[src/source/fb_pkg.sv]
package fb_pkg;

    // Pixel format shared by the write port, the memories and the output
    localparam int PIXEL_W = 8;

    typedef logic [PIXEL_W-1:0] pixel_t;

    // ------------------------------------------------------------------------
    // Display timing
    // ------------------------------------------------------------------------

    // Every field is the last count index of its region (modeline value - 1)
    typedef struct packed {
        logic [10:0] h_active;      // Last visible column
        logic [10:0] h_sync_start;  // HSYNC low after this column
        logic [10:0] h_sync_end;    // Last column of HSYNC pulse
        logic [10:0] h_total;       // Last column of the line
        logic [10:0] v_active;      // Last visible line
        logic [10:0] v_sync_start;
        logic [10:0] v_sync_end;
        logic [10:0] v_total;       // Last line of the frame
    } timing_t;

    // 640x480 at 60 Hz, 25.175 MHz pixel clock
    localparam timing_t VGA_640X480 = '{
        h_active:     11'd639,
        h_sync_start: 11'd655,
        h_sync_end:   11'd751,
        h_total:      11'd799,
        v_active:     11'd479,
        v_sync_start: 11'd489,
        v_sync_end:   11'd491,
        v_total:      11'd524
    };

    // Raster position and video control for the current clock
    typedef struct packed {
        logic [9:0] win_x;          // Source column inside the window
        logic [9:0] win_y;          // Source line inside the window
        logic       in_window;      // Beam inside the scaled picture
        logic       visible;        // Beam inside the active area
        logic       hsync;          // Active low
        logic       vsync;          // Active low
        logic       odd_line;
    } raster_t;

    // Life cycle of one frame memory
    typedef enum logic [1:0] {
        BUF_FREE    = 2'd0,         // Nothing useful stored
        BUF_FILLING = 2'd1,         // Source is writing into it
        BUF_READY   = 2'd2,         // Complete frame waiting for display
        BUF_SHOWN   = 2'd3          // Being scanned out
    } buf_state_t;

    // One incoming pixel with its position
    typedef struct packed {
        logic [9:0] x;
        logic [9:0] y;
        pixel_t     rgb;
    } wr_pixel_t;

endpackage
[src/source/scan_out.sv]
module scan_out #(
    parameter int  SRC_W = 320,
    parameter int  SRC_H = 240,
    localparam int AW    = $clog2(SRC_W * SRC_H)
) (
    input  logic            clk_vga,
    input  logic            rst_n,
    input  fb_pkg::raster_t raster,
    input  fb_pkg::pixel_t  rd_data,
    output logic [AW-1:0]   rd_addr,
    output fb_pkg::pixel_t  rgb_out,
    output logic            hsync_out,
    output logic            vsync_out,
    output logic            blank_out,
    output logic            odd_line_out
);

    // Control bits that ride along with the memory read
    typedef struct packed {
        logic in_window;
        logic visible;
        logic hsync;
        logic vsync;
        logic odd_line;
    } ctl_t;

    // Idle value matching counts at zero
    localparam ctl_t CTL_RESET = '{in_window: 1'b0, visible: 1'b1, hsync: 1'b1,
                                   vsync: 1'b1, odd_line: 1'b0};

    ctl_t ctl_q [2];                    // Stage 1 address, stage 2 memory read

    // ------------------------------------------------------------------------
    // Stage 1 read address
    // ------------------------------------------------------------------------

    always_ff @(posedge clk_vga) begin
        rd_addr <= AW'(raster.win_y * SRC_W + raster.win_x);
    end

    // Delay line for sync and blank, two stages here plus the output register
    always_ff @(posedge clk_vga) begin
        if (!rst_n) begin
            ctl_q[0] <= CTL_RESET;
            ctl_q[1] <= CTL_RESET;
        end else begin
            ctl_q[0].in_window <= raster.in_window;
            ctl_q[0].visible   <= raster.visible;
            ctl_q[0].hsync     <= raster.hsync;
            ctl_q[0].vsync     <= raster.vsync;
            ctl_q[0].odd_line  <= raster.odd_line;
            ctl_q[1]           <= ctl_q[0];     // Waits for memory data
        end
    end

    // ------------------------------------------------------------------------
    // Stage 3 output register
    // ------------------------------------------------------------------------

    always_ff @(posedge clk_vga) begin
        if (!rst_n) begin
            rgb_out      <= '0;
            hsync_out    <= 1'b1;
            vsync_out    <= 1'b1;
            blank_out    <= 1'b0;
            odd_line_out <= 1'b0;
        end else begin
            // Black outside the picture and during blanking
            rgb_out      <= (ctl_q[1].in_window && ctl_q[1].visible) ? rd_data : '0;
            hsync_out    <= ctl_q[1].hsync;
            vsync_out    <= ctl_q[1].vsync;
            blank_out    <= !ctl_q[1].visible;
            odd_line_out <= ctl_q[1].odd_line;
        end
    end

endmodule

[config.mk]
export PLATFORM = sky130hd
export DESIGN_NAME = scan_out
export DESIGN_NICKNAME = d
export VERILOG_FILES = /design/src/source/fb_pkg.sv /design/src/source/scan_out.sv
export SDC_FILE = /design/constraint.sdc
export NUM_CORES = 1
export LEC_CHECK = 0
export BUFFER_PORTS_ARGS = -buffer_cell sky130_fd_sc_hd__buf_2
export CORE_MARGIN = 10
export CORE_UTILIZATION = 45
export CTS_BUF_LIST = sky130_fd_sc_hd__clkbuf_8
export DETAILED_ROUTE_END_ITERATION = 8
export PLACE_DENSITY = 0.79
export REMOVE_ABC_BUFFERS = 1
export SLEW_MARGIN = 15
export SYNTH_ARGS = -nofsm -noshare
export SYNTH_HDL_FRONTEND = slang
export SYNTH_SLANG_ARGS = --single-unit
[constraint.sdc]
create_clock -name clk_vga -period 2.9 [get_ports clk_vga]
set_clock_uncertainty 0.05 [all_clocks]
set_input_delay 0.29 -clock clk_vga [delete_from_list [all_inputs] [get_ports clk_vga]]
set_output_delay 0.29 -clock clk_vga [all_outputs]
set_load 0.005 [all_outputs]
# Word level (Yosys, flattened, before mapping)
# Memory sizes are Yosys's and may differ from the RTL's.
# Cells that the tools add are included.
word_totals:
  register_bits: 29
  latch_bits: 0
  ramBits: 10
  romBits: 0
  in_bits: 35
  output_inout_bits: 29
  wordCells: 26
  memories: 1
classes:
  n_addsub: 1
  multipliers: 1
  div_mod_pow: 0
  magnitude_cmp: 0
  eq_ne: 0
  shifts: 0
  n_mux: 8
  bitwise_logic: 6
  reduce_logical: 3
mem_list:
  columns: ["name", "depth", "width", "rd", "rd_ports_with_merged_regs", "write_ports", "line_no", "rtl"]
  rows:
  - ["ctl_q", 2, 5, 2, 0, 2, "scan_out.sv:31", "ctl_t ctl_q [2];"]
ops:
  columns: ["op", "count"]
  rows:
  - ["$add 17x10->17", 1]
  - ["$mul 10x3->11 const B", 1]
  - ["$mux 1", 7]
  - ["$or 1x1->1", 6]
  - ["$mux 5", 1]
  - ["$reduce_and 2->1", 1]
  - ["$logic_and 1x1->1", 1]
  - ["$logic_not 1->1", 1]

# Depth between registers and ports, before layout
# An unclocked memory read counts as a cell.
depth:
  ltp_word: 3
  depth_mapped: 9
  mapped_depth_nobuf: 9

# Worst setup path before layout
# OpenSTA, ideal clock, no wires.
synth_timing:
  path_kind: "input to register"
  startpoint: "input port raster[6] (netlist name)"
  endpoint: "register rd_addr[16]"
  setup_ns: 0.127
  arrival_ns: 2.132
  required_time_ns: 2.723
  setup_slack_ns: 0.592
  cell_stages: 9
  n_path_buf: 0
  cell_sequence: "ha_1 ha_1 fa_1 a211oi_2 o21bai_1 a21oi_1 xor2_1 nor3_2 xor2_1"
synth_between:
  elab_chain_len: 2
synth_rtl:
  columns: ["element", "line_no", "rtl"]
  rows:
  - ["from (decl)", "scan_out.sv:8", "input fb_pkg::raster_t raster,"]
  - ["$mul 10x3->11", "scan_out.sv:38", "rd_addr <= AW'(raster.win_y * SRC_W + raster.win_x);"]
  - ["$add 17x10->17", "scan_out.sv:38", null]
  - ["to (signal assigned)", "scan_out.sv:38", null]
  - ["to (decl)", "scan_out.sv:10", "output logic [AW-1:0] rd_addr,"]
# No other way between the ends.
# A chain may end at the register's enable or synchronous reset.

# Final worst setup path
# Same ends and word-level chain as after synthesis.

==> flow_summary.json <==
{
  "outcome": "complete, no violations",
  "syn_inst": 134,
  "path_class": "in -> reg",
  "cp_top_family": "adder cells",
  "ys_types": 27,
  "io_pins": 64,
  "slew_headroom_pct": 75.5,
  "rows": 21,
  "fmax_mhz": 441,
  "drc": 0,
  "synth.most_common_cell": "dfxtp_1",
  "diodes": 0,
  "dr.pass1.iters": 4,
  "worstReg2RegStart": "ctl_q[0][9]",
  "setup_viol": 0,
  "instances_no_fill": 250,
  "finalNetCount": 259,
  "finalHoldViolations": 0,
  "holdBufCountCts": 0,
  "post_cts_resize_count": 0,
  "critPathBufInv": 1,
  "worst_slack_ps": 632,
  "max_stage_delay_ps": 410,
  "port_buffers": 63,
  "cts_sinks": 39,
  "initial_core_util_pct": 46.7,
  "tightest_slew_ps": 359,
  "cp-startpoint": "raster[6]",
  "ys_seq_area_share_pct": 50.1,
  "startpoint_type": "input pin",
  "pwr-share-seq_pct": 50.4,
  "drt.antenna.violating_nets": 0,
  "grt_pass1_vias": 1169,
  "syn_area_mm2": 0.00156,
  "pwr-share-clk_pct": 27.5,
  "min_from": "raster[15]",
  "cp_max_fo": 3,
  "place_congestion": 0.787,
  "crit_chain": "buf_2, ha_1, ha_1, fa_1, a211oi_2, nor2_1, xor2_1, nand4_1, nor3_2, xor2_1",
  "antenna_found_initial": 0,
  "cp.required_ps": 3070,
  "place_area_mm2": 0.00193,
  "wl_per_cell_um": 12.0,
  "hold_path.class": "in -> reg",
  "clkLatencyLatePin_ps": 280,
  "crit_path_end_kind": "flop",
  "p_leak_nw": 1.02,
  "grt_overflow_total": 0,
  "die_w_um": 78.8,
  "slowest_stage": "fa_1",
  "htreeDepth": 2,
  "dieArea_mm2": 0.00621,
  "finalCriticalPeriod_ps": 2270,
  "dieHeight_um": 78.8,
  "num_vias": 1138,
  "p_int_uw": 897,
  "wl_um": 3010,
  "drive_above_1_share_pct": 35.8,
  "rr_worst_depth": 2,
  "cts_tree": "built",
  "netSwitchingPower_uw": 315,
  "drt_iter0_markers": 18,
  "synth_commonest_cells": "39 x dfxtp_1, 19 x ha_1, 14 x and2_1",
  "min_path_cells": 1,
  "avgViaCountPerCell": 4.55,
  "synth_edf_count": 0,
  "cts_buffers": 5,
  "async_reset_ff_share_pct": 0,
  "cts_setup_buffers": 0,
  "p_per_area_mw_per_mm2": 602,
  "yosys.area.top_type": "dfxtp_1",
  "ys.flop_type": "dfxtp_1",
  "syn2layout_area_growth_pct": 29.2,
  "clk_transition_reported_paths_ps": 70,
  "syn_area_per_cell_um2": 11.6,
  "fp.coreArea_mm2": 0.00334,
  "synth_top_area_share_pct": 50.1,
  "ys_seq_elements": 39,
  "ir_worst_vdd_mv": 0.353,
  "ys_top_cells_by_area": "dfxtp_1 50%, ha_1 15%, and2_1 5.6%",
  "final_design_area_no_fill_mm2": 0.00201,
  "root_buffer": "clkbuf_8",
  "arrival_ps": 2430,
  "place_inst": 242,
  "synth_warnings": 0,
  "dp_hpwl_um": 2590,
  "place_ws_ps": 327,
  "grt_pass1_wl_um": 4930,
  "grt_max_degree": 16,
  "combPwrFrac_pct": 22.1,
  "maxCapViolations": 0,
  "slew_viol_final": 0,
  "switching_share_pct": 26.0,
  "fin_setup_tns_ps": 0,
  "rsz0062_at_grt": "false",
  "fillers": 302,
  "track_usage_pct": 9.85,
  "cp.depth": 10,
  "fin_crit_sh_pct": 78.2,
  "cts_buffer_depth": 2
}
-- sequential cells by signal, summed over array words and instances (netlist names) --
| register | count |
|---|---|
| ctl_q | 10 |
| hsync_out | 1 |
| blank_out | 1 |
| odd_line_out | 1 |
| vsync_out | 1 |
| rgb_out | 8 |
| rd_addr | 17 |
-- final cells by class --
cell class	instances	area, µm²	area share (%)
clock buffers	5	68.8	3.42
clock inverters	3	16.3	0.808
inverters	4	15.0	0.746
multi-input cells	90	758	37.7
flip-flops and latches	39	781	38.8
well taps	46	57.6	2.86
repair buffers	63	315	15.7
-- placed cells by master, fill, tap and decap left out, drive strengths merged, types with 3 or more instances in the layout --
cell     n
ha      19
dfxtp   39
xnor2    7
nor2b    3
clkbuf   5
nand2b   9
a21oi    4
a21o     3
nand3    3
o21ai    3
buf     63
xor2     9
inv      5
and2    14
-- power by group through the flow --
stage	logic, mW	clock network, mW	registers (mW)
floorplan	0.152	0	0.632
global placement	0.273	0	0.620
detailed placement	0.274	0	0.624
CTS	0.275	0.345	0.612
global route	0.307	0.362	0.616
finish	0.268	0.333	0.610
-- per-layer routing --
metal	part of all wire, %	vias to the layer above	GRT usage (%)
li1	-	588	-
met1	41	498	9.99
met2	46	47	16.4
met3	12	5	5.52
met4	1.6	0	4.30
met5	0	-	0
-- per-stage QoR --
stage / util (%) / total power [mW] / hold slack, ps
6_report: 60.3 / 1.21 / 54.3
5_1_grt: 60.3 / 1.29 / 50.0
4_1_cts: 60.3 / 1.23 / 49.9
3_5_place_dp: 57.7 / 0.899 / 345
3_3_place_gp: 57.7 / 0.893 / 340
2_1_floorplan: - / 0.784 / 268
-- path summary, 6_finish.rpt --
| check | to | slack (ps) |
|---|---|---|
| setup / recovery | rd_addr[16] | 630 |
| hold / removal | rd_addr[0] | 50 |
| setup reg to reg | rgb_out[1] | 2040 |
| hold reg to reg | vsync_out | 360 |
-- cell families after synthesis --
group                      share of synthesized area, %
xor gates and xnor gates                           9.00
DFF                                                50.1
buffers and inverters                              1.20
adders and majority gates                          17.8
AOI/OAI and AO/OA                                  7.23
and+or+nand+nor                                    14.6
Power figures use the tool's default switching activity.
