## config.mk

```make
export PLATFORM = sky130hd
export DESIGN_NAME = buffer_arbiter
export DESIGN_NICKNAME = d
export VERILOG_FILES = /design/src/source/fb_pkg.sv /design/src/source/buffer_arbiter.sv
export SDC_FILE = /design/constraint.sdc
export NUM_CORES = 1
export LEC_CHECK = 0
export BUFFER_PORTS_ARGS = -buffer_cell sky130_fd_sc_hd__buf_2
export CORE_MARGIN = 4
export CORE_UTILIZATION = 25
export DETAILED_ROUTE_END_ITERATION = 10
export MAX_ROUTING_LAYER = met4
export PLACE_DENSITY_LB_ADDON = 0.08
export SETUP_SLACK_MARGIN = 0.05
export SLEW_MARGIN = 10
export SYNTH_ARGS = -nofsm -noshare
export SYNTH_HDL_FRONTEND = slang
export SYNTH_SLANG_ARGS = --single-unit
```

## constraint.sdc

```tcl
create_clock -name clk_vga -period 3.9 [get_ports clk_vga]
set_clock_uncertainty 0.2 [all_clocks]
set_input_delay 0.195 -clock clk_vga [delete_from_list [all_inputs] [get_ports clk_vga]]
set_output_delay 0.195 -clock clk_vga [all_outputs]
set_load 0.1 [all_outputs]
```

## src/source/fb_pkg.sv

```systemverilog
package fb_pkg;

    // Pixel format shared by the write port, the memories and the output
    localparam int PIXEL_W = 8;

    typedef logic [PIXEL_W-1:0] pixel_t;

    // ------------------------------------------------------------------------
    // Display timing
    // ------------------------------------------------------------------------

    // Every field is the last count index of its region (modeline value - 1)
    typedef struct packed {
        logic [10:0] h_active;      // Last visible column
        logic [10:0] h_sync_start;  // HSYNC low after this column
        logic [10:0] h_sync_end;    // Last column of HSYNC pulse
        logic [10:0] h_total;       // Last column of the line
        logic [10:0] v_active;      // Last visible line
        logic [10:0] v_sync_start;
        logic [10:0] v_sync_end;
        logic [10:0] v_total;       // Last line of the frame
    } timing_t;

    // 640x480 at 60 Hz, 25.175 MHz pixel clock
    localparam timing_t VGA_640X480 = '{
        h_active:     11'd639,
        h_sync_start: 11'd655,
        h_sync_end:   11'd751,
        h_total:      11'd799,
        v_active:     11'd479,
        v_sync_start: 11'd489,
        v_sync_end:   11'd491,
        v_total:      11'd524
    };

    // Raster position and video control for the current clock
    typedef struct packed {
        logic [9:0] win_x;          // Source column inside the window
        logic [9:0] win_y;          // Source line inside the window
        logic       in_window;      // Beam inside the scaled picture
        logic       visible;        // Beam inside the active area
        logic       hsync;          // Active low
        logic       vsync;          // Active low
        logic       odd_line;
    } raster_t;

    // Life cycle of one frame memory
    typedef enum logic [1:0] {
        BUF_FREE    = 2'd0,         // Nothing useful stored
        BUF_FILLING = 2'd1,         // Source is writing into it
        BUF_READY   = 2'd2,         // Complete frame waiting for display
        BUF_SHOWN   = 2'd3          // Being scanned out
    } buf_state_t;

    // One incoming pixel with its position
    typedef struct packed {
        logic [9:0] x;
        logic [9:0] y;
        pixel_t     rgb;
    } wr_pixel_t;

endpackage
```

## src/source/buffer_arbiter.sv

```systemverilog
module buffer_arbiter (
    input  logic       clk_vga,
    input  logic       rst_n,
    input  logic       pix_valid,
    input  logic       vblank_in,
    input  logic       disable_db,
    input  logic       frame_end,
    output logic [1:0] wr_en,
    output logic       show_sel,
    output logic       buffer_using
);

    fb_pkg::buf_state_t state_q [2];    // One state per frame memory
    fb_pkg::buf_state_t state_d [2];
    logic               vblank_q;
    logic               frame_start;    // Source leaves blanking
    logic               frame_done;     // Source enters blanking
    logic               any_filling;
    logic               any_ready;

    // Edge detect of the source blanking level
    always_ff @(posedge clk_vga) begin
        if (!rst_n) begin
            vblank_q <= 1'b1;           // Idle source sits in blanking
        end else begin
            vblank_q <= vblank_in;
        end
    end

    assign frame_start = vblank_q && !vblank_in;
    assign frame_done  = !vblank_q && vblank_in;

    assign any_filling = (state_q[0] == fb_pkg::BUF_FILLING) ||
                         (state_q[1] == fb_pkg::BUF_FILLING);
    assign any_ready   = (state_q[0] == fb_pkg::BUF_READY) ||
                         (state_q[1] == fb_pkg::BUF_READY);

    // ------------------------------------------------------------------------
    // Buffer state machine
    // ------------------------------------------------------------------------

    always_comb begin
        state_d = state_q;
        if (!disable_db) begin                      // Frozen in single buffer mode
            if (frame_done) begin
                for (int i = 0; i < 2; i++) begin
                    if (state_d[i] == fb_pkg::BUF_FILLING) state_d[i] = fb_pkg::BUF_READY;
                end
            end
            // Claim a free buffer, buffer 0 wins a tie
            if (frame_start && !any_filling) begin
                if (state_d[0] == fb_pkg::BUF_FREE) begin
                    state_d[0] = fb_pkg::BUF_FILLING;
                end else if (state_d[1] == fb_pkg::BUF_FREE) begin
                    state_d[1] = fb_pkg::BUF_FILLING;
                end
            end
            // Swap only at the end of an output frame so nothing tears
            if (frame_end && any_ready) begin
                for (int i = 0; i < 2; i++) begin
                    if (state_d[i] == fb_pkg::BUF_SHOWN) begin
                        state_d[i] = fb_pkg::BUF_FREE;  // Old picture released
                    end else if (state_d[i] == fb_pkg::BUF_READY) begin
                        state_d[i] = fb_pkg::BUF_SHOWN;
                    end
                end
            end
        end
    end

    always_ff @(posedge clk_vga) begin
        if (!rst_n) begin
            state_q[0] <= fb_pkg::BUF_SHOWN;
            state_q[1] <= fb_pkg::BUF_FREE;
        end else begin
            state_q <= state_d;
        end
    end

    assign show_sel     = (state_q[1] == fb_pkg::BUF_SHOWN);
    assign buffer_using = show_sel;

    // Write steering, strobes with no filling buffer are lost
    always_comb begin
        wr_en = 2'b00;
        if (pix_valid) begin
            if (disable_db) begin
                wr_en[show_sel] = 1'b1;             // Straight into the shown picture
            end else begin
                for (int i = 0; i < 2; i++) begin
                    wr_en[i] = (state_q[i] == fb_pkg::BUF_FILLING);
                end
            end
        end
    end

    a_one_shown: assert property (@(posedge clk_vga) disable iff (!rst_n)
        !(state_q[0] == fb_pkg::BUF_SHOWN && state_q[1] == fb_pkg::BUF_SHOWN));
    a_one_filling: assert property (@(posedge clk_vga) disable iff (!rst_n)
        !(state_q[0] == fb_pkg::BUF_FILLING && state_q[1] == fb_pkg::BUF_FILLING));
    a_wr_onehot: assert property (@(posedge clk_vga) disable iff (!rst_n)
        $onehot0(wr_en));

endmodule

```

Word-level counts from Yosys, hierarchy flattened
Index checks and enable logic that the tools add are counted.
{"block": "classes", "n_mul": 0, "n_eq_ne": 9, "mux": 18, "n_div": 0, "shifts": 0, "add_sub_neg": 0, "order_cmp": 2, "n_bitwise": 0, "reduce_logical": 12}
{"cell": "two-way mux 2 bit", "count": 11}
{"cell": "two-way mux 4 bit", "count": 5}
{"cell": "== test 2 bit, second input constant", "count": 7}
{"cell": "logical AND 1 bit", "count": 5}
{"cell": "== test 2 x 1 -> 1 bit, second input constant", "count": 2}
{"cell": "zero test 2 bit", "count": 2}
{"cell": "zero test 1 bit", "count": 3}
{"cell": "logical OR 1 bit", "count": 2}
{"cell": "less-than comparator 1 x 2 -> 1 bit, second input constant", "count": 1}
{"cell": "demux 1 bit (select 1 bit)", "count": 1}
{"cell": "greater-or-equal comparator 1 bit, second input constant", "count": 1}
{"cell": "two-way mux 1 bit", "count": 1}
{"block": "word_totals", "reg_bits": 5, "word_cells": 44, "memories": 0, "romBits": 0, "latchBits": 0, "ramBits": 0, "in_bits": 6, "output_inout_bits": 4}

Longest topological paths before layout
{"block": "depth", "depth_word": 13, "depth_mapped": 7, "mapped_depth_nobuf": 7}

Worst setup path after synthesis
Ideal clock, no wire load.
{"block": "synth_path", "kind": "reg-to-output", "from": "register state_q[1] (netlist bit)", "to": "output port wr_en[0]", "setup_slack_ns": 1.634, "path_stages_with_launch": 4, "required_ns": 3.505, "arrival_ns": 1.871, "path_buffers": 0, "path_cell_list": "dfxtp_1 > nand2_1 > a22oi_1 > nor2b_1"}
{"block": "synth_via", "elab_chain_cells": 7, "word_cells_on_any_way": 8, "classes_between": "order compare: 2; eq/ne: 1; mux: 4; reduce/logical: 1"}
{"element": "start: declaration", "line_no": "buffer_arbiter.sv:13", "source": "fb_pkg::buf_state_t state_q [2];"}
{"element": "start signal: assignment", "line_no": "buffer_arbiter.sv:76", "source": "state_q <= state_d;"}
{"element": "== test 2 bit (*)", "line_no": "buffer_arbiter.sv:80", "source": "assign show_sel = (state_q[1] == fb_pkg::BUF_SHOWN);"}
{"element": "less-than comparator 1 x 2 -> 1 bit (not written as such) / greater-or-equal comparator 1 bit (equally long branches)", "line_no": "buffer_arbiter.sv:88", "source": "wr_en[show_sel] = 1'b1;"}
{"element": "logical AND 1 bit (not written as such)", "line_no": "buffer_arbiter.sv:88"}
{"element": "two-way mux 1 bit (not written as such)", "line_no": "buffer_arbiter.sv:88"}
{"element": "demux 1 bit (select 1 bit) (*)", "line_no": "buffer_arbiter.sv:88"}
{"element": "two-way mux 2 bit (*)", "line_no": "buffer_arbiter.sv:87", "source": "if (disable_db) begin"}
{"element": "two-way mux 2 bit (*)", "line_no": "buffer_arbiter.sv:86", "source": "if (pix_valid) begin"}
{"element": "end: declaration", "line_no": "buffer_arbiter.sv:8", "source": "output logic [1:0] wr_en,"}
Mark *: on every way between the ends. The rest lies on a longest branch, timed or not.

Final worst setup path
{"block": "layout_path", "from": "register state_q[1] (netlist bit)", "to": "register state_q[2] (netlist bit)"}
{"block": "layout_via", "elab_chain_cells": 10, "word_cells_on_any_way": 14, "classes_between": "eq/ne: 4; mux: 5; reduce/logical: 5"}
{"element": "== test 2 x 1 -> 1 bit", "line_no": "buffer_arbiter.sv:34", "source": "(state_q[1] == fb_pkg::BUF_FILLING);"}
{"element": "logical OR 1 bit", "line_no": "buffer_arbiter.sv:33", "source": "assign any_filling = (state_q[0] == fb_pkg::BUF_FILLING) ||"}
{"element": "zero test 1 bit", "line_no": "buffer_arbiter.sv:51", "source": "if (frame_start && !any_filling) begin"}
{"element": "logical AND 1 bit", "line_no": "buffer_arbiter.sv:51"}
{"element": "two-way mux 4 bit", "line_no": "buffer_arbiter.sv:51"}
{"element": "two-way mux 4 bit", "line_no": "buffer_arbiter.sv:44", "source": "if (!disable_db) begin"}
{"element": "== test 2 bit", "line_no": "buffer_arbiter.sv:63", "source": "end else if (state_d[i] == fb_pkg::BUF_READY) begin"}
{"element": "two-way mux 2 bit", "line_no": "buffer_arbiter.sv:63"}
{"element": "two-way mux 2 bit", "line_no": "buffer_arbiter.sv:61", "source": "if (state_d[i] == fb_pkg::BUF_SHOWN) begin"}
{"element": "two-way mux 4 bit (*)", "line_no": "buffer_arbiter.sv:59", "source": "if (frame_end && any_ready) begin"}
Mark *: on every way between the ends. The rest lies on a longest branch, timed or not. The select of a mux whose other input is x is not followed.
A chain may end at the register's enable or synchronous reset.

==> results.py <==
metrics = {
    "synthesis": {
        "synth-simple-area-share": 0.268,
        "async_reset_ff_frac": 0,
        "synthesis.nets": 58,
        "avgSynthCellArea_um2": 7.93,
        "synthCells": 50,
        "syn_area_um2": 397,
        "ys_seq_elements": 5,
        "synthTopCellsByArea": "dfxtp_1 25%, ha_1 6.3%, a21boi_4 4.7%",
        "synth_xor_area_frac": 0.0221,
        "synth_commonest_cells": "5 x dfxtp_1, 5 x nor2_1, 4 x inv_1, 4 x nand2_1, 3 x nand2b_1",
        "synth_top_family_by_area": "compound AO/OA/AOI/OAI gates",
        "ys.flop_type": "dfxtp_1",
        "synth_fa_ha_area_frac": 0.0631,
        "synthMuxAreaShare": 0.0252,
        "yosys.area.top_type": "dfxtp_1",
        "synth_cell_types": 29,
        "ys_seq_area_frac": 0.252,
        "synth_top_cell_area_share": 0.252,
        "yosys_warnings": 0,
        "synth_compound_area_frac": 0.300,
        "synth_edf_count": 0,
    },
    "layout": {
        "drive_above_1_share": 0.274,
        "n_fill_cell": 170,
        "n_antenna_cell": 0,
        "final-instance-count-excl-fill": 78,
        "synthToLayoutAreaGrowth_pct": 22.4,
        "final_nets": 71,
        "postLayoutCoreUtil": 0.322,
    },
    "floorplanning": {
        "core.rowCount": 14,
        "io_pins": 10,
        "dieHeight_um": 47.8,
        "die_x_um": 47.8,
        "dieArea_um2": 2290,
        "initial_core_util": 0.263,
        "core_um2": 1510,
    },
    "grt": {
        "grt.overflow.total": 0,
        "grt_pass1_wl_mm": 1.41,
        "antenna_found_initial": 0,
        "grt_pass1_vias": 345,
        "grt_max_degree": 13,
        "grtUsageTotal": 0.0929,
    },
    "critical_path": {
        "criticalPathCategory": "flop to flop",
        "critPathRequiredTime_ns": 3.83,
        "crit_path_end_kind": "flop",
        "critPathMaxStageDelay_ns": 0.47,
        "arrival_ns": 1.89,
        "crit_chain": "nand2b_1, a31oi_1, or2_2, ha_1, a21oi_1, a221o_1",
        "path_max_fanout": 7,
        "startpoint_type": "flop",
        "crit_path_top_delay_cell": "dfxtp_1",
    },
    "timing": {
        "worst_pin_slew_ns": 0.486,
        "setup_tns_ns": 0,
        "hold_viol_final": 0,
        "setup_violations": 0,
        "layout_setup_ws_ns": 1.94,
        "finalCritPeriodShare": 0.504,
        "layout_min_cycle_time_ns": 1.96,
        "timing.fmax_mhz": 509,
        "drv_slew": 0,
        "rsz0062_at_grt": "false",
        "slew_headroom": 0.678,
    },
    "route": {
        "vias": 376,
        "avgRoutedWirePerCell_um": 10.4,
        "postRouteAntennaNets": 0,
        "drc": 0,
        "wl_um": 813,
        "first_iter_violations": 4,
        "viasPerCell": 4.82,
        "firstDrtPassIters": 4,
    },
    "clock_network": {
        "clockBufferDepth": 2,
        "post_cts_buffers": 0,
        "cts.clk_slew.worst_paths_ns": 0.05,
        "h-tree-depth": 1,
        "cts_sinks": 5,
        "cts_tree": "built",
        "clk_latency_ns": 0.24,
        "cts-root-buf": "clkbuf_4",
        "cts_made_buffers": 3,
    },
    "job": {
        "drv_cap": 0,
    },
    "placement": {
        "port_buffers": 9,
        "post-place-cells": 73,
        "place_ws_ns": 1.93,
        "gp_congestion": 0.674,
        "dp_hpwl_um": 668,
    },
    "pwr": {
        "ir_worst_vdd_mv": 0.141,
        "p_per_area_nw_per_um2": 329,
        "leakagePower_uw": 0.000233,
    },
    "hold_path": {
        "holdCritPathClass": "primary input to flop",
    },
    "outcome": {
        "status": "completed",
    },
}
-- flip-flops by register name, summed over array words and instances (netlist names) --
signal	cells
state_q	4
vblank_q	1
-- report_power, final --
group          internal [uW]  leakage [uW]  switching (uW)
clock network           38.6     0.0000150            20.4
registers               54.9     0.0000413            5.72
logic                   16.9      0.000177            23.4
total                    110      0.000233            49.5
-- worst max-delay path: cells and delay by family (launching register included) --
kind	cells	cell delay [ns]
simple gates	2	0.45
flops	1	0.47
compound gates	3	0.45
fa+ha+maj	1	0.27
-- placed cells by master, fill, tap and decap left out, drive strengths merged, types with 2 or more instances in the layout --
cell type / count
buf: 9
dfxtp: 5
nor2: 5
a21boi: 2
a31oi: 2
or2: 2
nor2b: 2
a21oi: 2
nand2b: 4
ha: 2
inv: 4
clkbuf: 4
nand2: 4
and3: 2
-- worst paths after layout --
| kind | startpoint | end | slack (ns) | cells past startpoint |
|---|---|---|---|---|
| worst max-delay path | state_q[1] | state_q[2] | 1.94 | 6 |
| worst min-delay path | vblank_in | vblank_q | 0.006 | 2 |
| worst max register to register | state_q[1] | state_q[2] | 1.94 | 6 |
| worst min register to register | state_q[3] | state_q[3] | 0.37 | 2 |
-- cell families after synthesis --
| group | count (synthesis) |
|---|---|
| buf+inv | 6 |
| xor+xnor | 1 |
| fa+ha+maj | 2 |
| mux | 1 |
| flops | 5 |
| simple gates | 20 |
| compound gates | 15 |
-- stage by stage --
| step | hold WS [ns] | instance area (um^2) | power (uW) |
|---|---|---|---|
| floorplan | 0.0680 | 397 | 92.0 |
| global placement | 0.218 | 449 | 103 |
| detailed placement | 0.216 | 449 | 102 |
| CTS | 0.00317 | 485 | 163 |
| global route | 0.0435 | 485 | 171 |
| finish | 0.00591 | 485 | 160 |
-- layer usage --
metal | vias to the layer above | routed length [um] | share of wire | GRT usage
met5 | - | 0 | 0 | -
met1 | 162 | 387 | 0.48 | 0.100
li1 | 205 | - | - | -
met4 | 0 | 6 | 0.0074 | 0.0484
met3 | 2 | 44 | 0.054 | 0.0338
met2 | 7 | 374 | 0.46 | 0.148
-- timing repair --
action,in CTS,in global routing
hold endpoints to repair,2,0
hold buffers,1,0
resized for setup,0,0
-- area by class of cell --
| type | count | area (um^2) | area share |
|---|---|---|---|
| Multi-Input combinational cell | 39 | 269 | 0.554 |
| Sequential cell | 5 | 100 | 0.206 |
| Clock buffer | 4 | 26.3 | 0.0541 |
| Inverter | 4 | 15.0 | 0.0309 |
| Timing Repair Buffer | 10 | 55.1 | 0.113 |
| Tap cell | 16 | 20.0 | 0.0412 |
Note: power is estimated with default switching activity, not from simulation.
