## src/source/fb_pkg.sv

```systemverilog
package fb_pkg;

    // Pixel format shared by the write port, the memories and the output
    localparam int PIXEL_W = 8;

    typedef logic [PIXEL_W-1:0] pixel_t;

    // ------------------------------------------------------------------------
    // Display timing
    // ------------------------------------------------------------------------

    // Every field is the last count index of its region (modeline value - 1)
    typedef struct packed {
        logic [10:0] h_active;      // Last visible column
        logic [10:0] h_sync_start;  // HSYNC low after this column
        logic [10:0] h_sync_end;    // Last column of HSYNC pulse
        logic [10:0] h_total;       // Last column of the line
        logic [10:0] v_active;      // Last visible line
        logic [10:0] v_sync_start;
        logic [10:0] v_sync_end;
        logic [10:0] v_total;       // Last line of the frame
    } timing_t;

    // 640x480 at 60 Hz, 25.175 MHz pixel clock
    localparam timing_t VGA_640X480 = '{
        h_active:     11'd639,
        h_sync_start: 11'd655,
        h_sync_end:   11'd751,
        h_total:      11'd799,
        v_active:     11'd479,
        v_sync_start: 11'd489,
        v_sync_end:   11'd491,
        v_total:      11'd524
    };

    // Raster position and video control for the current clock
    typedef struct packed {
        logic [9:0] win_x;          // Source column inside the window
        logic [9:0] win_y;          // Source line inside the window
        logic       in_window;      // Beam inside the scaled picture
        logic       visible;        // Beam inside the active area
        logic       hsync;          // Active low
        logic       vsync;          // Active low
        logic       odd_line;
    } raster_t;

    // Life cycle of one frame memory
    typedef enum logic [1:0] {
        BUF_FREE    = 2'd0,         // Nothing useful stored
        BUF_FILLING = 2'd1,         // Source is writing into it
        BUF_READY   = 2'd2,         // Complete frame waiting for display
        BUF_SHOWN   = 2'd3          // Being scanned out
    } buf_state_t;

    // One incoming pixel with its position
    typedef struct packed {
        logic [9:0] x;
        logic [9:0] y;
        pixel_t     rgb;
    } wr_pixel_t;

endpackage
```

## src/source/raster_timer.sv

```systemverilog
module raster_timer #(
    parameter int              SRC_W  = 320,
    parameter int              SRC_H  = 240,
    parameter int              SCALE  = 2,
    parameter fb_pkg::timing_t TIMING = fb_pkg::VGA_640X480
) (
    input  logic            clk_vga,
    input  logic            rst_n,
    output fb_pkg::raster_t raster,
    output logic            frame_end
);

    // Scaled picture size on screen
    localparam int H_LEN   = SRC_W * SCALE;
    localparam int V_LEN   = SRC_H * SCALE;
    // Centre the picture inside the active area
    localparam int H_START = (int'(TIMING.h_active) + 1 - H_LEN) / 2;
    localparam int V_START = (int'(TIMING.v_active) + 1 - V_LEN) / 2;

    localparam logic [10:0] H_BEG = 11'(H_START);
    localparam logic [10:0] H_END = 11'(H_START + H_LEN);   // First column past window
    localparam logic [10:0] V_BEG = 11'(V_START);
    localparam logic [10:0] V_END = 11'(V_START + V_LEN);

    // Scale counter width, at least one bit
    localparam int             SCW     = (SCALE > 1) ? $clog2(SCALE) : 1;
    localparam logic [SCW-1:0] SC_LAST = SCW'(SCALE - 1);

    logic [10:0]    hcnt;           // Screen column
    logic [10:0]    vcnt;           // Screen line
    logic [10:0]    h_next;
    logic [10:0]    v_next;
    logic           h_wrap;         // Last column of the line
    logic           in_win_h;
    logic           in_win_v;
    logic [9:0]     win_x;
    logic [9:0]     win_y;
    logic [SCW-1:0] h_sc;           // Columns spent on current source pixel
    logic [SCW-1:0] v_sc;           // Lines spent on current source line

    // ------------------------------------------------------------------------
    // Screen counters
    // ------------------------------------------------------------------------

    assign h_wrap = (hcnt == TIMING.h_total);
    assign h_next = h_wrap ? 11'd0 : hcnt + 11'd1;
    assign v_next = !h_wrap ? vcnt :
                    (vcnt == TIMING.v_total) ? 11'd0 : vcnt + 11'd1;   // Step at line wrap

    always_ff @(posedge clk_vga) begin
        if (!rst_n) begin
            hcnt <= '0;
            vcnt <= '0;
        end else begin
            hcnt <= h_next;
            vcnt <= v_next;
        end
    end

    assign in_win_h = (hcnt >= H_BEG) && (hcnt < H_END);
    assign in_win_v = (vcnt >= V_BEG) && (vcnt < V_END);

    // ------------------------------------------------------------------------
    // Window position with integer upscale
    // ------------------------------------------------------------------------

    // Counts are set up so they match hcnt in the same cycle
    always_ff @(posedge clk_vga) begin
        if (!rst_n) begin
            win_x <= '0;
            h_sc  <= '0;
        end else if (h_next == H_BEG) begin
            win_x <= '0;                            // Window starts next column
            h_sc  <= '0;
        end else if (in_win_h) begin
            if (h_sc == SC_LAST) begin
                win_x <= win_x + 10'd1;             // Next source pixel
                h_sc  <= '0;
            end else begin
                h_sc  <= h_sc + 1'b1;               // Repeat same pixel
            end
        end
    end

    // Same rule vertically, stepped once per line
    always_ff @(posedge clk_vga) begin
        if (!rst_n) begin
            win_y <= '0;
            v_sc  <= '0;
        end else if (h_wrap) begin
            if (v_next == V_BEG) begin
                win_y <= '0;
                v_sc  <= '0;
            end else if (in_win_v) begin
                if (v_sc == SC_LAST) begin
                    win_y <= win_y + 10'd1;
                    v_sc  <= '0;
                end else begin
                    v_sc  <= v_sc + 1'b1;
                end
            end
        end
    end

    // Raster for the current cycle
    always_comb begin
        raster.win_x     = win_x;
        raster.win_y     = win_y;
        raster.in_window = in_win_h && in_win_v;
        raster.visible   = (hcnt <= TIMING.h_active) && (vcnt <= TIMING.v_active);
        raster.hsync     = !((hcnt > TIMING.h_sync_start) && (hcnt <= TIMING.h_sync_end));
        raster.vsync     = !((vcnt > TIMING.v_sync_start) && (vcnt <= TIMING.v_sync_end));
        raster.odd_line  = vcnt[0];
    end

    assign frame_end = h_wrap && (vcnt == TIMING.v_total);     // Last clock of the frame

    // Column count must wrap at the line total
    a_hcnt_range: assert property (@(posedge clk_vga) disable iff (!rst_n)
        hcnt <= TIMING.h_total);

endmodule

```

## config.mk

```make
export PLATFORM = sky130hd
export DESIGN_NAME = raster_timer
export DESIGN_NICKNAME = d
export VERILOG_FILES = /design/src/source/fb_pkg.sv /design/src/source/raster_timer.sv
export SDC_FILE = /design/constraint.sdc
export NUM_CORES = 1
export LEC_CHECK = 0
export BUFFER_PORTS_ARGS = -buffer_cell sky130_fd_sc_hd__buf_2
export CAP_MARGIN = 10
export CORE_MARGIN = 5
export CORE_UTILIZATION = 45
export CTS_CLUSTER_DIAMETER = 100
export DETAILED_ROUTE_END_ITERATION = 10
export PLACE_DENSITY_LB_ADDON = 0.3
export SLEW_MARGIN = 10
export SYNTH_ARGS = -nofsm -noshare
export SYNTH_HDL_FRONTEND = slang
export SYNTH_SLANG_ARGS = --single-unit
```

## constraint.sdc

```tcl
create_clock -name clk_vga -period 3.3 [get_ports clk_vga]
set_input_delay 0.165 -clock clk_vga [delete_from_list [all_inputs] [get_ports clk_vga]]
set_output_delay 0.165 -clock clk_vga [all_outputs]
set_load 0.05 [all_outputs]
```

### Yosys cells after proc, flatten, opt, wreduce, memory -nomap -nowiden

Index checks and enable logic that the tools add are counted.

| operators by class | value |
|---|---|
| bitwise logic cells | 1 |
| shift-type cells | 0 |
| mux-type cells | 10 |
| equal/unequal tests | 2 |
| multiply operators | 0 |
| divide/modulo/power cells | 0 |
| $lt $le $gt $ge | 10 |
| reduce and logical (&&, ||, !) cells | 17 |
| $add $sub $neg | 6 |

Operator list:

| cell | number |
|---|---|
| 2-to-1 mux 11 bit | 3 |
| 2-to-1 mux 10 bit | 3 |
| adder 11 x 1 -> 11 bit (second input constant) | 2 |
| == test 11 x 10 -> 1 bit (second input constant) | 2 |
| greater-or-equal comparator 11 x 1 -> 1 bit (second input constant) | 2 |
| less-or-equal comparator 11 x 10 -> 1 bit (second input constant) | 2 |
| less-or-equal comparator 11 x 9 -> 1 bit (second input constant) | 2 |
| logical NOT 11 bit | 2 |
| adder 10 x 1 -> 10 bit (second input constant) | 2 |
| > comparator 11 x 10 -> 1 bit (second input constant) | 1 |
| > comparator 11 x 9 -> 1 bit (second input constant) | 1 |
| less-than comparator 11 x 10 -> 1 bit (second input constant) | 1 |
| less-than comparator 11 x 9 -> 1 bit (second input constant) | 1 |
| logical AND 1 bit | 7 |
| 2-to-1 mux 1 bit | 4 |
| AND reduction 2 bit | 2 |
| nonzero test 2 bit | 2 |
| AND reduction 3 bit | 1 |
| adder 1 bit (second input constant) | 2 |
| logical NOT 1 bit | 2 |
| OR reduction 2 bit | 1 |
| inverter 1 bit | 1 |

| word-level totals | value |
|---|---|
| latch bits | 0 |
| register bits after elaboration | 44 |
| RAM bits | 0 |
| memories | 0 |
| word-level logic and storage cells | 52 |
| memory bits (read-only) | 0 |

### Logic depth before layout (Yosys ltp)

Gate-level depths: netlist of the first run.

| logic depth | value |
|---|---|
| depth in word-level cells | 6 |
| depth in mapped cells | 10 |
| depth with buffers taken out | 9 |

### Worst setup path after synthesis of the first run

No wires, ideal clock.

| path | value |
|---|---|
| path type | register to output |
| from | register vcnt[0] |
| to | output raster[3] in the netlist's numbering |
| stages on the path, launching flop included | 5 |
| data arrival time | 2.228 ns |
| data required time | 3.135 ns |
| path slack | 0.907 ns |
| path through | dfxtp_1 > ha_1 > clkbuf_1 > nand2_1 > a311oi_1 |

RTL lines:

| item | line | RTL |
|---|---|---|
| from (decl) | raster_timer.sv:30 | `logic [10:0] vcnt;` |
| from (signal assigned) | raster_timer.sv:56 | `vcnt <= v_next;` |
| to (decl) | raster_timer.sv:9 | `output fb_pkg::raster_t raster,` |

### Worst setup path after layout of the first run

| path | value |
|---|---|
| from | register hcnt[0] |
| to | register win_y[6] |

| between the ends | value |
|---|---|
| longest elaborated chain between the ends | 5 |

RTL lines:

| item | line | RTL |
|---|---|---|
| from (decl) | raster_timer.sv:29 | `logic [10:0] hcnt;` |
| from (signal assigned) | raster_timer.sv:55 | `hcnt <= h_next;` |
| == test 11 x 10 -> 1 bit (*) | raster_timer.sv:45 | `assign h_wrap = (hcnt == TIMING.h_total);` |
| 2-to-1 mux 11 bit | raster_timer.sv:47 | `assign v_next = !h_wrap ? vcnt :` |
| logical NOT 11 bit | raster_timer.sv:91 | `if (v_next == V_BEG) begin` |
| nonzero test 2 bit (no line) | -- |  |
| AND reduction 3 bit (no line) | -- |  |
| to (signal assigned) | raster_timer.sv:96 | `win_y <= win_y + 10'd1;` |
| to (decl) | raster_timer.sv:37 | `logic [9:0] win_y;` |

Every way passes the cells marked *; elsewhere a longest branch is shown, timed or not.
A chain may end at the register's enable or synchronous reset.

==> results of run 1 <==
==> cell usage in the layout, fill, tap and decap left out, types with 6 or more instances in the layout <==
cell type  netlist  routed
or3_1            6       6
a31oi_1          9       9
nand2_1         25      25
inv_1           10      10
nor3_1           9       9
nand4_1         13      13
and3_1           7       7
nand3_1         25      25
o21ai_0         12      12
xnor2_1         12      12
dfxtp_1         44      44
buf_2            4      27
a21oi_1         12      12
xor2_1          15      15
nor2_1          49      49
and2_1           9       9
ha_1             6       6
==> flip-flops by register name (all words and copies together), names as in the netlist <==
name   cells
win_x     10
h_sc       1
vcnt      11
win_y     10
v_sc       1
hcnt      11
==> worst max-delay path, cell delays in order (launching register included) <==
cell       delay [ns]
dfxtp_1          0.37
ha_1             0.27
nand4_1          0.31
nor3_4           0.47
a31oi_1          0.22
a2111oi_4        0.36
nand4_4          0.21
o21ai_4          0.27
nor2_1           0.08
==> worst paths after layout <==
path	from	end	slack, ns	cells past startpoint
setup / recovery	hcnt[0]$_SDFF_PN0_	win_y[6]$_SDFFE_PN0P_	0.63	8
hold reg to reg	hcnt[0]$_SDFF_PN0_	hcnt[0]$_SDFF_PN0_	0.47	1
setup reg to reg	hcnt[0]$_SDFF_PN0_	win_y[6]$_SDFFE_PN0P_	0.63	8
hold / removal	rst_n	vcnt[6]$_SDFF_PN0_	0.25	2
==> logic make-up after synthesis <==
kind of cell             synth area share (%)
multiplexers                            1.195
adder cells (fa/ha/maj)                 2.868
AND/OR/NAND/NOR                         33.56
buffers and inverters                   5.641
AO/OA/AOI/OAI                           14.05
XOR/XNOR                                9.035
flip-flops                              33.65
==> metrics by stage <==
stage               cell area [sq um]  hold slack [ns]  total power [W]  cells
finish                           2829           0.2535        0.0008984    416
floorplan                        2618           0.4303        0.0005845    331
global route                     2829           0.2566        0.0009465    416
CTS                              2829           0.2413        0.0009169    416
detailed placement               2748           0.4553        0.0005936    409
global placement                 2748           0.4449        0.0005925    409
==> power by group through the flow <==
stage	clock [W]	combinational [W]	sequential (W)
6_report	0.000318	0.0000375	0.000543
5_1_grt	0.000360	0.0000427	0.000544
3_3_place_gp	0	0.0000374	0.000555
3_5_place_dp	0	0.0000382	0.000555
4_1_cts	0.000336	0.0000384	0.000543
2_1_floorplan	0	0.0000217	0.000563
==> metal layers <==
metal | wire, um | up-vias | global-route usage (%) | part of all wire [%]
li1 | - | 1188 | - | -
met1 | 2709 | 1055 | 22.84 | 47
met2 | 2738 | 65 | 26.49 | 47
met3 | 268 | 10 | 3.422 | 4.6
met4 | 82 | 0 | 5.666 | 1.4
met5 | 0 | - | 0 | 0
==> area by class of cell <==
type / count / area, sq um
clock buffers: 5 / 68.82
clock inverters: 2 / 12.51
fillers: 564 / 2745
inverters: 10 / 37.54
multi-input cells: 254 / 1589
flip-flops and latches: 44 / 880.8
well taps: 72 / 90.09
repair buffers: 29 / 150.1
==> impl_results.md, run 1 <==
- Status: finished clean
- Die Y: 86.27 um
- Syn avg cell area: 7.908 sq um
- Total CTS buffers: 5
- Initial DRC Count: 140
- Flops & latches, synth: 44
- Post-Route WL: 5.799 mm
- Startpoint Class: flip-flop
- Synthesis Warnings: 0
- Fin. Hold Viols: 0
- Clock Latency Late Sink: 0.29 ns
- TritonRoute pass-1 iters: 4
- Synth top area cells: dfxtp_1 34%, nor2_1 7.0%, xor2_1 5.0%
- I/O pin count: 28
- Crit Path Max Fanout: 10
- Largest net degree at the start of global routing: 21
- Routed WL per cell: 13.94 um
- Net Count, Synth: 339
- Setup bufs post-CTS: 0
- Maximum vdd drop: 0.0003115 V
- Port Buf Inserts: 27
- Remaining DRCs: 0
- Actual slew at the worst max-slew pin: 0.5041 ns
- Setup TNS Final: 0 ns
- Clk_skew: 0.004766 ns
- Initial antenna violation count: 0
- Min Tclk post-route: 2.673 ns
- Asr flop ratio synth: 0%
- Hold_buf cts: 0
- Final Wtd Congestion: 0.9284
- Slew HR: 66.08%
- Die Footprint: 7442 sq um
- Fraction of layout cells with a size suffix above 1: 13.95%
- Placed wire-length estimate: 4.323 mm
- Die X-Extent: 86.27 um
- Switch Pwr: 0.0002066 W
- Leakage: 1.045 nW
- Gr usage total: 16.78%
- Unrepaired setup endpoints after global routing: false
- Setup WS pre-CTS: 0.6622 ns
- CP endpoint kind: flip-flop
- Root Driver: clkbuf_8
- Vias after detailed routing: 2318
- Part of the cycle the worst path needs: 81.01%
- Most common cell in the netlist: nor2_1
- Final design utilization: 50.75%
- Vias in the first global route: 2126
- Initial Utilization: 46.96%
- # H-tree levels: 2
- Total gr overflow: 0
- Max Transition Viols Final: 0
- Antenna diode count: 0
- CP Data Arrival Time: 2.86 ns
- Cell Rows: 27
- Layout area overhead: 8.078%
- EDFF count, synth: 0
- Max Cap Viol: 0
- Setup-failing EPs final: 0
- CTS Buffer Depth: 2
- Gate power share: 4.2%
- Post-synth top area share: 33.65%
- # resized after CTS: 0
- Drt via density: 5.572
- Sequential share of power: 60.4%
- Core Area: 5574 sq um
- Synth unique cells: 51
- Max Clock Freq: 374.1 MHz
- Worst min path class: in -> reg
- Int Pwr: 0.0006919 W
- CTS tree: yes
- Post-synthesis cell count: 331
- Synth Flop Type: dfxtp_1
- Clk pwr share: 35.4%
- Synth Cell Area: 2618 sq um
- Synth top cells by count: 49 x nor2_1, 44 x dfxtp_1, 25 x nand2_1, 25 x nand3_1, 16 x clkbuf_1
- First-pass GRT wire length: 10.14 mm
- Area leader, netlist: dfxtp_1
- Final #Nets: 352
- Sequential area share after synthesis: 33.65%
- Clock-pin slew on the worst setup and hold paths: 0.08 ns
- Pwr dens: 317.6 nW/um^2
- Kind of critical path: reg -> reg
- DRT antenna net count: 0
- Clock sinks: 44
- Worst Path Required: 3.49 ns
- Worst setup margin: 0.6267 ns
- Sw Ratio: 22.99%
Power figures use the tool's default switching activity.
==> run 2, diff against run 1 <==
- clock period: 3.3 -> 2.5 ns (I/O delays scaled with it)
==> run 2 against run 1 <==
Design area is 8.8% higher. Clock skew up 0.00091 ns. Largest cell class unchanged. Die area stayed put. Critical path type unchanged. Worst setup slack worse by 0.52 ns. Sequential power rose by 32%. Routed wire length increased by 8.6%. Critical path depth increased by 1. Combinational power rose by 35%.
==> impl_results.md, run 2 (synthesis results as in run 1) <==
- Vias after detailed routing: 2450 (+5.7%)
- Switch Pwr: 0.0002959 W (+43%)
- Min Tclk post-route: 2.398 ns (-0.2754 ns)
- Critical Path Source: hcnt[5]$_SDFF_PN0_
- Most frequent cells in the layout: 48 x nor2_1, 43 x dfxtp_1, 27 x buf_2
- Setup-failing EPs final: 0 (unchanged)
- Die X-Extent: 86.27 um (unchanged)
- # H-tree levels: 2 (unchanged)
- Setup TNS Final: 0 ns (unchanged)
- Drt via density: 5.556 (-0.30%)
- First-pass GRT wire length: 10.55 mm (+4.1%)
- Largest net degree at the start of global routing: 18 (-14%)
- I/O pin count: 28 (unchanged)
- Remaining DRCs: 0 (unchanged)
- CP Data Arrival Time: 2.57 ns (-0.29 ns)
- Total Power: 0.001245 W (+39%)
- Total gr overflow: 0 (unchanged)
- Sw Ratio: 23.78% (+0.79 points)
- Status: finished clean
- TritonRoute pass-1 iters: 4 (unchanged)
- Clk_skew: 0.005678 ns (+0.0009112 ns)
- Die Footprint: 7442 sq um (unchanged)
- Final Wtd Congestion: 0.9180 (-1.1%)
- CTS Buffer Depth: 2 (unchanged)
- Die Y: 86.27 um (unchanged)
- Fin. Hold Viols: 0 (unchanged)
- Placed wire-length estimate: 4.692 mm (+8.6%)
- Initial Utilization: 46.96% (unchanged)
- Layout area overhead: 17.59%
- Gr usage total: 17.28% (+0.49 points)
- Worst Path Required: 2.67 ns (-0.82 ns)
- Clock sinks: 44 (unchanged)
- Routed WL per cell: 14.28 um (+2.4%)
- Port Buf Inserts: 27 (unchanged)
- Vias in the first global route: 2319 (+9.1%)
- Total CTS buffers: 5 (unchanged)
- Max Transition Viols Final: 0 (unchanged)
- Hold wc startpoint: rst_n
- DRT antenna net count: 0 (unchanged)
- Antenna diode count: 0 (unchanged)
- Clk pwr share: 38.3% (+2.9 points)
- Kind of critical path: reg -> reg
- Int Pwr: 0.0009487 W (+37%)
- Core Area: 5574 sq um (unchanged)
- Fraction of layout cells with a size suffix above 1: 21.95% (+8.0 points)
- Final #Nets: 376 (+6.8%)
- Largest stage delay on the critical path: 0.56 ns (+0.09 ns)
- WHS: 0.2126 ns (-0.04092 ns)
- Crit Path Max Fanout: 6 (-4)
- Max Cap Viol: 0 (unchanged)
- Initial antenna violation count: 0 (unchanged)
- Reg-to-Reg Start: hcnt[5]$_SDFF_PN0_
- Leakage: 1.179 nW (+13%)
- Clock Latency Late Sink: 0.30 ns (about the same)
- Fillers: 551 (-2.3%)
- Top Registers: hcnt (11), vcnt (11)
- Pwr dens: 404.4 nW/um^2 (+27%)
- CTS tree: yes
- CP max-delay cell: or4b_4
- Slew HR: 73.14% (+7.1 points)
- Hold_buf cts: 0 (unchanged)
- Post-Route WL: 6.297 mm (+8.6%)
- Max Clock Freq: 417.0 MHz (+11%)
- Startpoint Class: flip-flop
- Cell Rows: 27 (unchanged)
- Initial DRC Count: 107 (-24%)
- Gate power share: 4.1% (about the same)
- CP Cell Sequence: or4b_4 -> nor3_4 -> buf_12 -> a31oi_4 -> a2111oi_4 -> nand4_4 -> buf_4 -> nand3_1 -> a31oi_1
- Commonest non-fill, non-tap cell in the layout: nor2_1
- CP endpoint kind: flip-flop
- Clock-pin slew on the worst setup and hold paths: 0.09 ns (about the same)
- Maximum vdd drop: 0.0004494 V (+44%)
- Sequential share of power: 57.6% (-2.8 points)
- Worst min path class: in -> reg
- Actual slew at the worst max-slew pin: 0.4005 ns (-0.1036 ns)
- Root Driver: clkbuf_8
- Part of the cycle the worst path needs: 95.92% (+15 points)
==> run 2: layout make-up <==
class | instances | area (sq um) | share of cell area [%]
clock inverter | 2 | 15.01 | 0.4878
inverter | 10 | 37.54 | 1.220
multi-input combinational | 254 | 1628 | 52.89
sequential | 44 | 882.1 | 28.66
tap | 72 | 90.09 | 2.927
clock buffer | 6 | 82.58 | 2.683
timing repair buffer | 53 | 342.8 | 11.14
==> run 2: worst paths after layout <==
| kind | slack, ns | end | cells after the start |
|---|---|---|---|
| hold reg to reg | 0.48 | hcnt[0]$_SDFF_PN0_ | 1 |
| setup / recovery | 0.10 | v_sc$_SDFFE_PN0P_ | 9 |
| setup reg to reg | 0.10 | v_sc$_SDFFE_PN0P_ | 9 |
| hold / removal | 0.21 | vcnt[8]$_SDFF_PN0_ | 2 |
==> run 2: worst max-delay path, delay by kind of cell (launching register included) <==
kind / cells / cell delay [ns]
simple gates: 4 / 1.08
buf+inv: 2 / 0.34
flops: 1 / 0.36
compound gates: 3 / 0.52
==> run 2: power groups by stage <==
stage | logic [W] | registers (W) | clock network [W]
floorplan | 0.0000287 | 0.000743 | 0
global route | 0.0000561 | 0.000718 | 0.000513
global placement | 0.0000501 | 0.000733 | 0
detailed placement | 0.0000510 | 0.000733 | 0
finish | 0.0000506 | 0.000717 | 0.000477
CTS | 0.0000512 | 0.000717 | 0.000490
==> run 2: repair_timing <==
| item | in CTS | in global routing |
|---|---|---|
| setup endpoints to repair | 0 | 10 |
| endpoints found under the hold margin | 0 | 0 |
| buffers inserted | 0 | 4 |
| resized for setup | 0 | 10 |
==> run 2: metrics by stage <==
stage          setup slack (ns)  cells  instance area [sq um]  util [%]
2_1_floorplan            0.1371    331                   2618         -
3_3_place_gp             0.1026    429                   2898     51.99
3_5_place_dp            0.05991    429                   2898     51.99
4_1_cts                 0.04005    437                   2995     53.74
5_1_grt                -0.01106    441                   3078     55.22
6_report                 0.1021    441                   3078     55.22
==> run 2: metal layers <==
metal  track usage, %  vias to the layer above  share of wire [%]
met2            29.15                       50                 47
met4            5.666                        0                1.8
met5                0                        -                  0
met3            3.897                       10                5.1
met1            21.80                     1157                 46
li1                 -                     1233                  -
